### config.mk
export PLATFORM = sky130hd
export DESIGN_NAME = conflict_detector
export DESIGN_NICKNAME = d
export VERILOG_FILES = /design/src/isa_pkg.sv /design/src/hazard_pkg.sv /design/src/stage_use_if.sv /design/src/hazard_if.sv /design/src/reg_use_decoder.sv /design/src/dependency_matcher.sv /design/src/stall_arbiter.sv /design/src/conflict_detector.sv
export VERILOG_INCLUDE_DIRS = /design/src
export SDC_FILE = /design/constraint.sdc
export NUM_CORES = 1
export LEC_CHECK = 0
export ABC_CLOCK_PERIOD_IN_PS = 6200
export BUFFER_PORTS_ARGS = -buffer_cell sky130_fd_sc_hd__buf_2
export CORE_ASPECT_RATIO = 1.4
export CORE_MARGIN = 2
export CORE_UTILIZATION = 42
export DETAILED_ROUTE_END_ITERATION = 6
export PLACE_DENSITY = 0.95
export REMOVE_ABC_BUFFERS = 1
export SLEW_MARGIN = 20
export SYNTH_ARGS = -nofsm -noshare
export SYNTH_HDL_FRONTEND = slang
export SYNTH_SLANG_ARGS = --single-unit
### constraint.sdc
create_clock -name vclk -period 6.2
set_clock_uncertainty 0.05 [all_clocks]
set_input_delay 1.24 -clock vclk [all_inputs]
set_output_delay 1.24 -clock vclk [all_outputs]
set_load 0.01 [all_outputs]
### src/hazard_defs.svh
`ifndef HAZARD_DEFS_SVH
`define HAZARD_DEFS_SVH

// ========================================
// Pipeline geometry
// ========================================

// General register address width.
`define REG_ADDR_W 5

// IF, ID, EXE, MEM and WB.
`define NUM_STAGES 5

// ========================================
// EXE operation codes
// ========================================

// EXE operation with no effect on any register.
`define EXE_OP_NOP 5'd0

`endif

### src/isa_pkg.sv
package isa_pkg;

    // ========================================
    // Control fields carried down the pipe
    // ========================================

    typedef enum logic [2:0] {
        ID_NONE   = 3'd0,
        ID_BRANCH = 3'd1,
        ID_JALR   = 3'd2,
        ID_EBREAK = 3'd3,
        ID_OTHER  = 3'd4
    } id_class_e;

    typedef enum logic [3:0] {
        WB_NONE   = 4'd0,
        WB_EXE    = 4'd1,
        WB_MEM    = 4'd2,
        WB_IMM    = 4'd3,
        WB_SNPC   = 4'd4,
        WB_CSRRW  = 4'd5,
        WB_CSRRS  = 4'd6,
        WB_CSRRWI = 4'd7,
        WB_ECALL  = 4'd8  // Touches CSRs only.
    } wb_sel_e;

    typedef enum logic [2:0] {
        SRC_NOP, SRC_R_R, SRC_R_I, SRC_PC_I,
        SRC_R_CSR, SRC_NOTR_CSR, SRC_CSR_ZIMM, SRC_CSR_NOTZIMM
    } exe_src_e;

    typedef enum logic [3:0] {
        MEM_NONE, MEM_LB, MEM_LH, MEM_LW, MEM_LD, MEM_LBU, MEM_LHU, MEM_LWU,
        MEM_SB, MEM_SH, MEM_SW, MEM_SD  // Stores read rs2.
    } mem_op_e;

endpackage

### src/hazard_pkg.sv
package hazard_pkg;

    // One stage's gating result.
    typedef struct packed {
        logic valid;   // Low inserts a bubble.
        logic enable;  // Low holds the stage register.
    } gate_t;

    // Gating for the whole pipe, front to back.
    typedef struct packed {
        gate_t if_g;
        gate_t id_g;
        gate_t exe_g;
        gate_t mem_g;
        gate_t wb_g;
    } stage_gates_t;

endpackage

### src/stage_use_if.sv
`timescale 1ns/1ps

interface stage_use_if;

    // Source register reads per stage.
    logic id_rs1_rd;
    logic id_rs2_rd;
    logic exe_rs1_rd;
    logic exe_rs2_rd;
    logic mem_rs2_rd;

    // Destination register writes per stage.
    logic exe_wr;
    logic mem_wr;
    logic wb_wr;

    modport producer (
        output id_rs1_rd, id_rs2_rd,
        output exe_rs1_rd, exe_rs2_rd,
        output mem_rs2_rd,
        output exe_wr, mem_wr, wb_wr
    );

    modport consumer (
        input id_rs1_rd, id_rs2_rd,
        input exe_rs1_rd, exe_rs2_rd,
        input mem_rs2_rd,
        input exe_wr, mem_wr, wb_wr
    );

endinterface

### src/hazard_if.sv
`timescale 1ns/1ps

interface hazard_if;

    logic id_dep;       // ID source still in flight.
    logic exe_dep;      // EXE source still in flight.
    logic mem_dep;      // Store data still in flight.
    logic id_reads;
    logic ebreak_hold;
    logic pipe_empty;   // Nothing behind ID.

    modport producer (
        output id_dep, exe_dep, mem_dep,
        output id_reads, ebreak_hold, pipe_empty
    );

    modport consumer (
        input id_dep, exe_dep, mem_dep,
        input id_reads, ebreak_hold, pipe_empty
    );

endinterface

### src/reg_use_decoder.sv
`timescale 1ns/1ps
`include "hazard_defs.svh"

module reg_use_decoder (
    input  logic                id_valid_in,
    input  isa_pkg::id_class_e  id_class,
    input  logic                exe_valid_in,
    input  logic [4:0]          exe_op,
    input  isa_pkg::exe_src_e   exe_src,
    input  isa_pkg::wb_sel_e    exe_wb_sel,
    input  logic                mem_valid_in,
    input  isa_pkg::mem_op_e    mem_op,
    input  isa_pkg::wb_sel_e    mem_wb_sel,
    input  logic                wb_valid_in,
    input  isa_pkg::wb_sel_e    wb_sel,
    stage_use_if.producer       usage
);

    logic exe_active;

    // Selects that land in the general register file.
    function automatic logic writes_rd(input isa_pkg::wb_sel_e sel);
        case (sel)
            isa_pkg::WB_EXE, isa_pkg::WB_MEM, isa_pkg::WB_IMM, isa_pkg::WB_SNPC,
            isa_pkg::WB_CSRRW, isa_pkg::WB_CSRRS, isa_pkg::WB_CSRRWI: begin
                return 1'b1;
            end
            default: begin
                return 1'b0;
            end
        endcase
    endfunction

    // ========================================
    // Read usage
    // ========================================

    assign usage.id_rs1_rd = id_valid_in &&
                             (id_class == isa_pkg::ID_BRANCH || id_class == isa_pkg::ID_JALR);
    assign usage.id_rs2_rd = id_valid_in && (id_class == isa_pkg::ID_BRANCH);

    assign exe_active = exe_valid_in && (exe_op != `EXE_OP_NOP);

    always_comb begin
        usage.exe_rs1_rd = 1'b0;
        usage.exe_rs2_rd = 1'b0;
        if (exe_active) begin
            case (exe_src)
                isa_pkg::SRC_R_R: begin
                    usage.exe_rs1_rd = 1'b1;
                    usage.exe_rs2_rd = 1'b1;
                end
                isa_pkg::SRC_R_I, isa_pkg::SRC_R_CSR, isa_pkg::SRC_NOTR_CSR: begin
                    usage.exe_rs1_rd = 1'b1;  // Immediate or CSR on the other side.
                end
                default: begin
                end
            endcase
        end
    end

    assign usage.mem_rs2_rd = mem_valid_in &&
                              (mem_op == isa_pkg::MEM_SB || mem_op == isa_pkg::MEM_SH ||
                               mem_op == isa_pkg::MEM_SW || mem_op == isa_pkg::MEM_SD);

    // ========================================
    // Write usage
    // ========================================

    assign usage.exe_wr = exe_valid_in && writes_rd(exe_wb_sel);
    assign usage.mem_wr = mem_valid_in && writes_rd(mem_wb_sel);
    assign usage.wb_wr  = wb_valid_in && writes_rd(wb_sel);

endmodule

### src/dependency_matcher.sv
`timescale 1ns/1ps
`include "hazard_defs.svh"

module dependency_matcher (
    stage_use_if.consumer          usage,
    input  logic                   id_valid_in,
    input  isa_pkg::id_class_e     id_class,
    input  logic                   exe_valid_in,
    input  logic                   mem_valid_in,
    input  logic                   wb_valid_in,
    input  logic [`REG_ADDR_W-1:0] id_rs1,
    input  logic [`REG_ADDR_W-1:0] id_rs2,
    input  logic [`REG_ADDR_W-1:0] exe_rd,
    input  logic [`REG_ADDR_W-1:0] exe_rs1,
    input  logic [`REG_ADDR_W-1:0] exe_rs2,
    input  logic [`REG_ADDR_W-1:0] mem_rd,
    input  logic [`REG_ADDR_W-1:0] mem_rs2,
    input  logic [`REG_ADDR_W-1:0] wb_rd,
    hazard_if.producer             haz
);

    logic id_rs1_hit;
    logic id_rs2_hit;
    logic exe_rs1_hit;
    logic exe_rs2_hit;
    logic mem_rs2_hit;

    // ========================================
    // Address compares
    // ========================================

    // ID sees writers in EXE, MEM and WB.
    assign id_rs1_hit = (usage.exe_wr && id_rs1 == exe_rd) ||
                        (usage.mem_wr && id_rs1 == mem_rd) ||
                        (usage.wb_wr && id_rs1 == wb_rd);
    assign id_rs2_hit = (usage.exe_wr && id_rs2 == exe_rd) ||
                        (usage.mem_wr && id_rs2 == mem_rd) ||
                        (usage.wb_wr && id_rs2 == wb_rd);

    // EXE sees writers in MEM and WB.
    assign exe_rs1_hit = (usage.mem_wr && exe_rs1 == mem_rd) ||
                         (usage.wb_wr && exe_rs1 == wb_rd);
    assign exe_rs2_hit = (usage.mem_wr && exe_rs2 == mem_rd) ||
                         (usage.wb_wr && exe_rs2 == wb_rd);

    assign mem_rs2_hit = usage.wb_wr && mem_rs2 == wb_rd;  // Store data only.

    // ========================================
    // Per-stage flags
    // ========================================

    assign haz.id_dep  = (usage.id_rs1_rd && id_rs1_hit) || (usage.id_rs2_rd && id_rs2_hit);
    assign haz.exe_dep = (usage.exe_rs1_rd && exe_rs1_hit) ||
                         (usage.exe_rs2_rd && exe_rs2_hit);
    assign haz.mem_dep = usage.mem_rs2_rd && mem_rs2_hit;

    assign haz.id_reads    = usage.id_rs1_rd || usage.id_rs2_rd;
    assign haz.ebreak_hold = id_valid_in && (id_class == isa_pkg::ID_EBREAK);
    assign haz.pipe_empty  = !exe_valid_in && !mem_valid_in && !wb_valid_in;

endmodule

### src/stall_arbiter.sv
`timescale 1ns/1ps

module stall_arbiter (
    hazard_if.consumer                haz,
    output hazard_pkg::stage_gates_t  gates,
    output logic                      halt
);

    logic front_hold;
    logic any_dep;
    logic back_dep;

    // ========================================
    // Hold conditions
    // ========================================

    assign front_hold = haz.id_dep || haz.ebreak_hold;    // Nothing new may enter.
    assign back_dep   = haz.exe_dep || haz.mem_dep;
    assign any_dep    = haz.id_dep || back_dep || haz.ebreak_hold;

    // ========================================
    // Stage gating
    // ========================================

    always_comb begin
        gates.if_g.valid   = !front_hold;
        gates.if_g.enable  = !any_dep;

        gates.id_g.valid   = !haz.id_reads;   // Resolved in ID, no result flows on.
        gates.id_g.enable  = !any_dep;

        gates.exe_g.valid  = !front_hold;     // Bubble behind a held ID.
        gates.exe_g.enable = !back_dep;

        gates.mem_g.valid  = !haz.exe_dep;
        gates.mem_g.enable = !haz.mem_dep;

        gates.wb_g.valid   = !haz.mem_dep;
        gates.wb_g.enable  = 1'b1;            // WB always retires.
    end

    // Pipe behind the ebreak has drained.
    assign halt = haz.ebreak_hold && haz.pipe_empty;

endmodule

### src/conflict_detector.sv
`timescale 1ns/1ps
`include "hazard_defs.svh"

module conflict_detector (
    input  logic                   id_valid_in,
    input  isa_pkg::id_class_e     id_class,
    input  logic [`REG_ADDR_W-1:0] id_rs1,
    input  logic [`REG_ADDR_W-1:0] id_rs2,

    input  logic                   exe_valid_in,
    input  logic [4:0]             exe_op,
    input  isa_pkg::exe_src_e      exe_src,
    input  isa_pkg::wb_sel_e       exe_wb_sel,
    input  logic [`REG_ADDR_W-1:0] exe_rd,
    input  logic [`REG_ADDR_W-1:0] exe_rs1,
    input  logic [`REG_ADDR_W-1:0] exe_rs2,

    input  logic                   mem_valid_in,
    input  isa_pkg::mem_op_e       mem_op,
    input  isa_pkg::wb_sel_e       mem_wb_sel,
    input  logic [`REG_ADDR_W-1:0] mem_rd,
    input  logic [`REG_ADDR_W-1:0] mem_rs2,

    input  logic                   wb_valid_in,
    input  isa_pkg::wb_sel_e       wb_sel,
    input  logic [`REG_ADDR_W-1:0] wb_rd,

    output logic                   if_valid,
    output logic                   if_enable,
    output logic                   id_valid,
    output logic                   id_enable,
    output logic                   exe_valid,
    output logic                   exe_enable,
    output logic                   mem_valid,
    output logic                   mem_enable,
    output logic                   wb_valid,
    output logic                   halt
);

    hazard_pkg::stage_gates_t gates;

    stage_use_if i_stage_use ();
    hazard_if    i_hazard ();

    // ========================================
    // Decode, match, arbitrate
    // ========================================

    reg_use_decoder i_decoder (
        .id_valid_in, .id_class,
        .exe_valid_in, .exe_op, .exe_src, .exe_wb_sel,
        .mem_valid_in, .mem_op, .mem_wb_sel,
        .wb_valid_in, .wb_sel,
        .usage (i_stage_use.producer)
    );

    dependency_matcher i_matcher (
        .usage (i_stage_use.consumer),
        .id_valid_in, .id_class, .exe_valid_in, .mem_valid_in, .wb_valid_in,
        .id_rs1, .id_rs2, .exe_rd, .exe_rs1, .exe_rs2, .mem_rd, .mem_rs2, .wb_rd,
        .haz   (i_hazard.producer)
    );

    stall_arbiter i_arbiter (
        .haz   (i_hazard.consumer),
        .gates (gates),
        .halt  (halt)
    );

    assign if_valid   = gates.if_g.valid;
    assign if_enable  = gates.if_g.enable;
    assign id_valid   = gates.id_g.valid;
    assign id_enable  = gates.id_g.enable;
    assign exe_valid  = gates.exe_g.valid;
    assign exe_enable = gates.exe_g.enable;
    assign mem_valid  = gates.mem_g.valid;
    assign mem_enable = gates.mem_g.enable;
    assign wb_valid   = gates.wb_g.valid;   // WB enable has no port.

endmodule

### After elaboration in Yosys (flattened, before gate mapping)

Cells that the tools add are included.

| word-level totals | value |
|---|---|
| latch bits | 0 |
| memory bits (read-only) | 0 |
| bits in registers | 0 |
| memories | 0 |
| RAM bits | 0 |
| input bits | 71 |
| word-level logic and storage cells | 108 |

| cells by class | value |
|---|---|
| equality and inequality tests | 43 |
| add/sub/neg operators | 0 |
| shift-type cells | 0 |
| divide/modulo/power cells | 0 |
| $lt $le $gt $ge | 0 |
| reductions and logical operators | 58 |
| muxes and demuxes | 7 |
| multiply operators | 0 |
| bitwise logic cells | 0 |

Operator list:

| operator | count |
|---|---|
| $eq 5x5->1 | 11 |
| $eq 4x3->1 const B | 12 |
| $logic_and 1x1->1 | 27 |
| $eq 4x2->1 const B | 6 |
| $reduce_or 7->1 | 3 |
| $logic_or 1x1->1 | 17 |
| $eq 4x4->1 const B | 4 |
| $eq 4x1->1 const B | 3 |
| $eq 3x2->1 const B | 3 |
| $logic_not 1->1 | 9 |
| $mux 1 | 7 |
| $eq 3x1->1 const B | 2 |
| $eq 3x3->1 const B | 2 |
| $reduce_bool 5->1 | 1 |
| $reduce_or 4->1 | 1 |

### Logic depth before layout (Yosys ltp)

| logic depth | value |
|---|---|
| word-level depth | 12 |
| mapped depth | 8 |
| mapped depth without buffers | 6 |

### Cells and area by module

A second synthesis with hierarchy kept.

| unflattened totals | value |
|---|---|
| cell total of the unflattened synthesis | 120 |
| area total of the unflattened synthesis | 892.1 sq um |

Modules (own cells, without submodules):

| module | area each (sq um) | instances | cells an instance |
|---|---|---|---|
| dependency_matcher | 708.2 | 1 | 91 |
| reg_use_decoder | 112.6 | 1 | 17 |
| stall_arbiter | 71.3 | 1 | 12 |

### Worst setup path after synthesis

No wires, ideal clock.

| timing path | value |
|---|---|
| path type | input to output |
| start | input mem_rd[2] |
| end | output if_enable |
| data arrival time | 2.710 ns |
| stages | 7 |
| setup slack | 2.200 ns |
| path through | clkbuf_1 xnor2_1 and4_1 maj3_2 a211oi_2 and2_1 buf_4 |

| on the way | value |
|---|---|
| longest elaborated chain between the ends | 9 |

RTL lines:

| element | line | source |
|---|---|---|
| start, declared | conflict_detector.sv:21 | `` input logic [`REG_ADDR_W-1:0] mem_rd, `` |
| $eq 5x5->1, on equally long branches | n/a |  |
| $logic_and 1x1->1, on equally long branches | n/a |  |
| $logic_or 1x1->1, on equally long branches | n/a |  |
| $logic_or 1x1->1, or another cell as far along | dependency_matcher.sv:34 | `(usage.mem_wr && id_rs1 == mem_rd) \|\|` |
| $logic_and 1x1->1 or $logic_or 1x1->1 (tied branches) | dependency_matcher.sv:52, dependency_matcher.sv:53 |  |
| $logic_or 1x1->1, on equally long branches | dependency_matcher.sv:52, stall_arbiter.sv:18 |  |
| $logic_or 1x1->1 * (2 in a row) | stall_arbiter.sv:19 | `assign any_dep = haz.id_dep \|\| back_dep \|\| haz.ebreak_hold;` |
| $logic_not 1->1 * | n/a |  |
| end, declared | conflict_detector.sv:29 | `output logic if_enable,` |

Every way passes the cells marked *; elsewhere a longest branch is shown, timed or not.

### Final worst setup path

| timing path | value |
|---|---|
| start | input exe_op[1] |
| end | output if_enable |

| on the way | value |
|---|---|
| longest elaborated chain between the ends | 9 |

RTL lines:

| element | line | source |
|---|---|---|
| start, declared | conflict_detector.sv:11 | `input logic [4:0] exe_op,` |
| $reduce_bool 5->1 (no line) * | n/a |  |
| $logic_and 1x1->1 * | reg_use_decoder.sv:42 | `` assign exe_active = exe_valid_in && (exe_op != `EXE_OP_NOP); `` |
| $mux 1 | reg_use_decoder.sv:47 | `if (exe_active) begin` |
| $logic_and 1x1->1, on equally long branches | dependency_matcher.sv:53, dependency_matcher.sv:54 |  |
| $logic_or 1x1->1 * | dependency_matcher.sv:53 | `assign haz.exe_dep = (usage.exe_rs1_rd && exe_rs1_hit) \|\|` |
| $logic_or 1x1->1 * | stall_arbiter.sv:18 | `assign back_dep = haz.exe_dep \|\| haz.mem_dep;` |
| $logic_or 1x1->1 * (2 in a row) | stall_arbiter.sv:19 |  |
| $logic_not 1->1 * | stall_arbiter.sv:27 | `gates.if_g.enable = !any_dep;` |

Marks and branches as above.

==> results by group <==
Outcome
  • Outcome: finished, final reports clean

Drt
  • Vias: 1069
  • DR vias/cell: 5.16
  • First-iteration detailed-routing DRC count: 4
  • DRC errors left: 0
  • Drt wl/cell: 12.4 um
  • Antenna Nets Post-Route: 0
  • Routed Wire Length: 2.56 mm
  • First-pass iteration count of the detailed router: 4

Clock network
  • Quantity of hold-fixing buffers added after cts: 0
  • Post-CTS Setup Bufs: 0
  • Count of cells resized by post-cts repair: 0

Timing
  • Final number of setup-violating endpoints: 0
  • Max Slew Vio Count: 0
  • Max Fclk: 0.246 GHz
  • Clock period minus worst slack: 4070 ps
  • Aggregate negative setup slack: 0 ps
  • Worst Max-Slew Pin Slew: 466 ps
  • Headroom to the max-slew limit: 68.9%
  • Number of hold violations in the final report: 0
  • Worst slack on hold paths: 2700 ps
  • Unrepaired setup endpoints after global routing: false
  • Tcrit/Tclk final: 65.6%

Global route
  • Total track usage: 21.2%
  • Total global routing overflow: 0
  • Largest net degree at the start of global routing: 6
  • Via count of the first global-routing pass: 998
  • Antenna violations before repair: 0
  • Global-route wire length before repair: 4.20 mm

Pwr
  • Leakage power figure: 0.543 nW
  • VDD IR-drop max: 0.0000380 V
  • PwrDens: 62.8 nW/um^2

Worst setup path
  • Type of the setup path with the least slack: primary input to primary output
  • Slowest cell on the critical path: or4_1
  • Endpoint required time on the critical path: 4910 ps
  • Worst setup SP type: primary input
  • Crit path largest cell delay: 520 ps
  • CP Capture Point: if_enable
  • CP startpoint: exe_op[1]
  • Worst endpoint data arrival time: 2780 ps
  • Largest driver fanout on the critical path: 3
  • Crit-path cells: buf_2 -> or4_1 -> o21ai_0 -> nor4b_1 -> o21ai_0 -> o211a_1 -> and2_1 -> buf_2
  • Kind of end point of the critical path: primary output

Floorplan
  • Area of the die: 2400 um^2
  • Core region area: 1930 um^2
  • Die extent in x: 42.0 um
  • Number of core rows: 19
  • Die Y-Extent: 57.2 um
  • Number of top-level design ports: 81
  • Initial cell density of the core: 44.1%

Yosys
  • Count of unique library cells instantiated by Yosys: 24
  • Avg Inst Size Synth: 7.32 um^2
  • Sequential cell area fraction in the yosys report: 0%
  • Cells after synthesis: 116
  • Number of warnings printed during yosys synthesis: 0
  • Summed instance area of the synthesized netlist: 850 um^2

Run
  • MaxCap Viol Count: 0

Cells and area
  • Number of sequential cells in the layout: 0
  • Layout Area Growth over Synthesis: 44.3%
  • Clock buffer count: 0
  • Antenna diode count: 0
  • Share of cells above drive strength 1: 43.5%
  • Final net count: 259
  • Area used by sequential logic in the layout: 0 um^2
  • Finished layout cell area: 1230 um^2

Placed design
  • Number of buffers added on ports: 79
  • Placer's final routability congestion estimate: 0.865
  • Dpl hpwl: 2.36 mm
  • Total cell area at the placement stage: 1230 um^2

Hold path
  • Kind of path behind the tightest hold check: primary input to primary output
per-layer routing:
metal / up-vias / share of wire [%] / global-route usage (%)
li1: 539 / - / -
met5: - / 0 / 0
met4: 0 / 0 / 1.34
met2: 56 / 55 / 45.1
met1: 474 / 35 / 22.5
met3: 0 / 9.4 / 2.22
worst min path at each step:
| stage | from | cells past startpoint | endpoint | slack [ps] |
|---|---|---|---|---|
| after floorplan | mem_valid_in | 1 | halt | 2480 |
| after CTS | mem_valid_in | 3 | halt | 2700 |
| after global routing | mem_valid_in | 3 | halt | 2720 |
| after detailed placement | mem_valid_in | 3 | halt | 2700 |
| after global placement | mem_valid_in | 3 | halt | 2700 |
| final | mem_valid_in | 3 | halt | 2700 |
area by class of cell:
cell class         count  area, um^2
repair buffers        79         395
multi-input cells    107         805
fillers              193         699
well taps             21        26.3
through the flow:
step	power [mW]	cells	utilization, %	setup slack [ps]
floorplan	0.0361	107	-	2200
global placement	0.0747	207	63.7	2140
detailed placement	0.0770	207	63.7	2150
CTS	0.0774	207	63.7	2140
global route	0.0851	207	63.7	1990
finish	0.0770	207	63.7	2130
cells in the mapped netlist (3+ instances only):
| library cell | number | area share, % |
|---|---|---|
| nor3b_1 | 4 | 3.5 |
| o21ai_0 | 4 | 2.4 |
| nand4_1 | 7 | 5.2 |
| buf_4 | 3 | 2.7 |
| clkbuf_1 | 6 | 2.7 |
| nand3_1 | 3 | 1.8 |
| nand2_1 | 3 | 1.3 |
| xor2_1 | 33 | 34 |
| nor4_1 | 4 | 2.9 |
| nor3_1 | 12 | 7.1 |
| xnor2_1 | 24 | 25 |
where the power goes:
| part | total [mW] | internal (mW) | switching (mW) |
|---|---|---|---|
| Sequential | 0 | 0 | 0 |
| Clock | 0 | 0 | 0 |
| Combinational | 0.0770 | 0.0397 | 0.0373 |
| Total | 0.0770 | 0.0397 | 0.0373 |
cell usage in the layout, fill, tap and decap left out, types with 3 or more instances in the layout:
cell	instances
xor2_1	33
nor3b_1	4
buf_2	79
nand2_1	3
xnor2_1	24
nor3_1	12
nor4_1	4
nand4_1	7
o21ai_0	4
nand3_1	3
worst max-delay path: cells and delay by family:
family / cells / cell delay [ps]
simple gates: 3 / 750
compound gates: 3 / 580
buf+inv: 2 / 220
cell families (layout without fill, tap and decap cells):
logic type | after synthesis | in the layout | share of synthesized area, %
XOR/XNOR | 57 | 57 | 58.8
AND/OR/NAND/NOR | 40 | 40 | 27.4
AO/OA/AOI/OAI | 9 | 9 | 7.22
buffers and inverters | 9 | 79 | 5.30
adder cells (fa/ha/maj) | 1 | 1 | 1.33
Note: power is estimated with default switching activity, not from simulation.
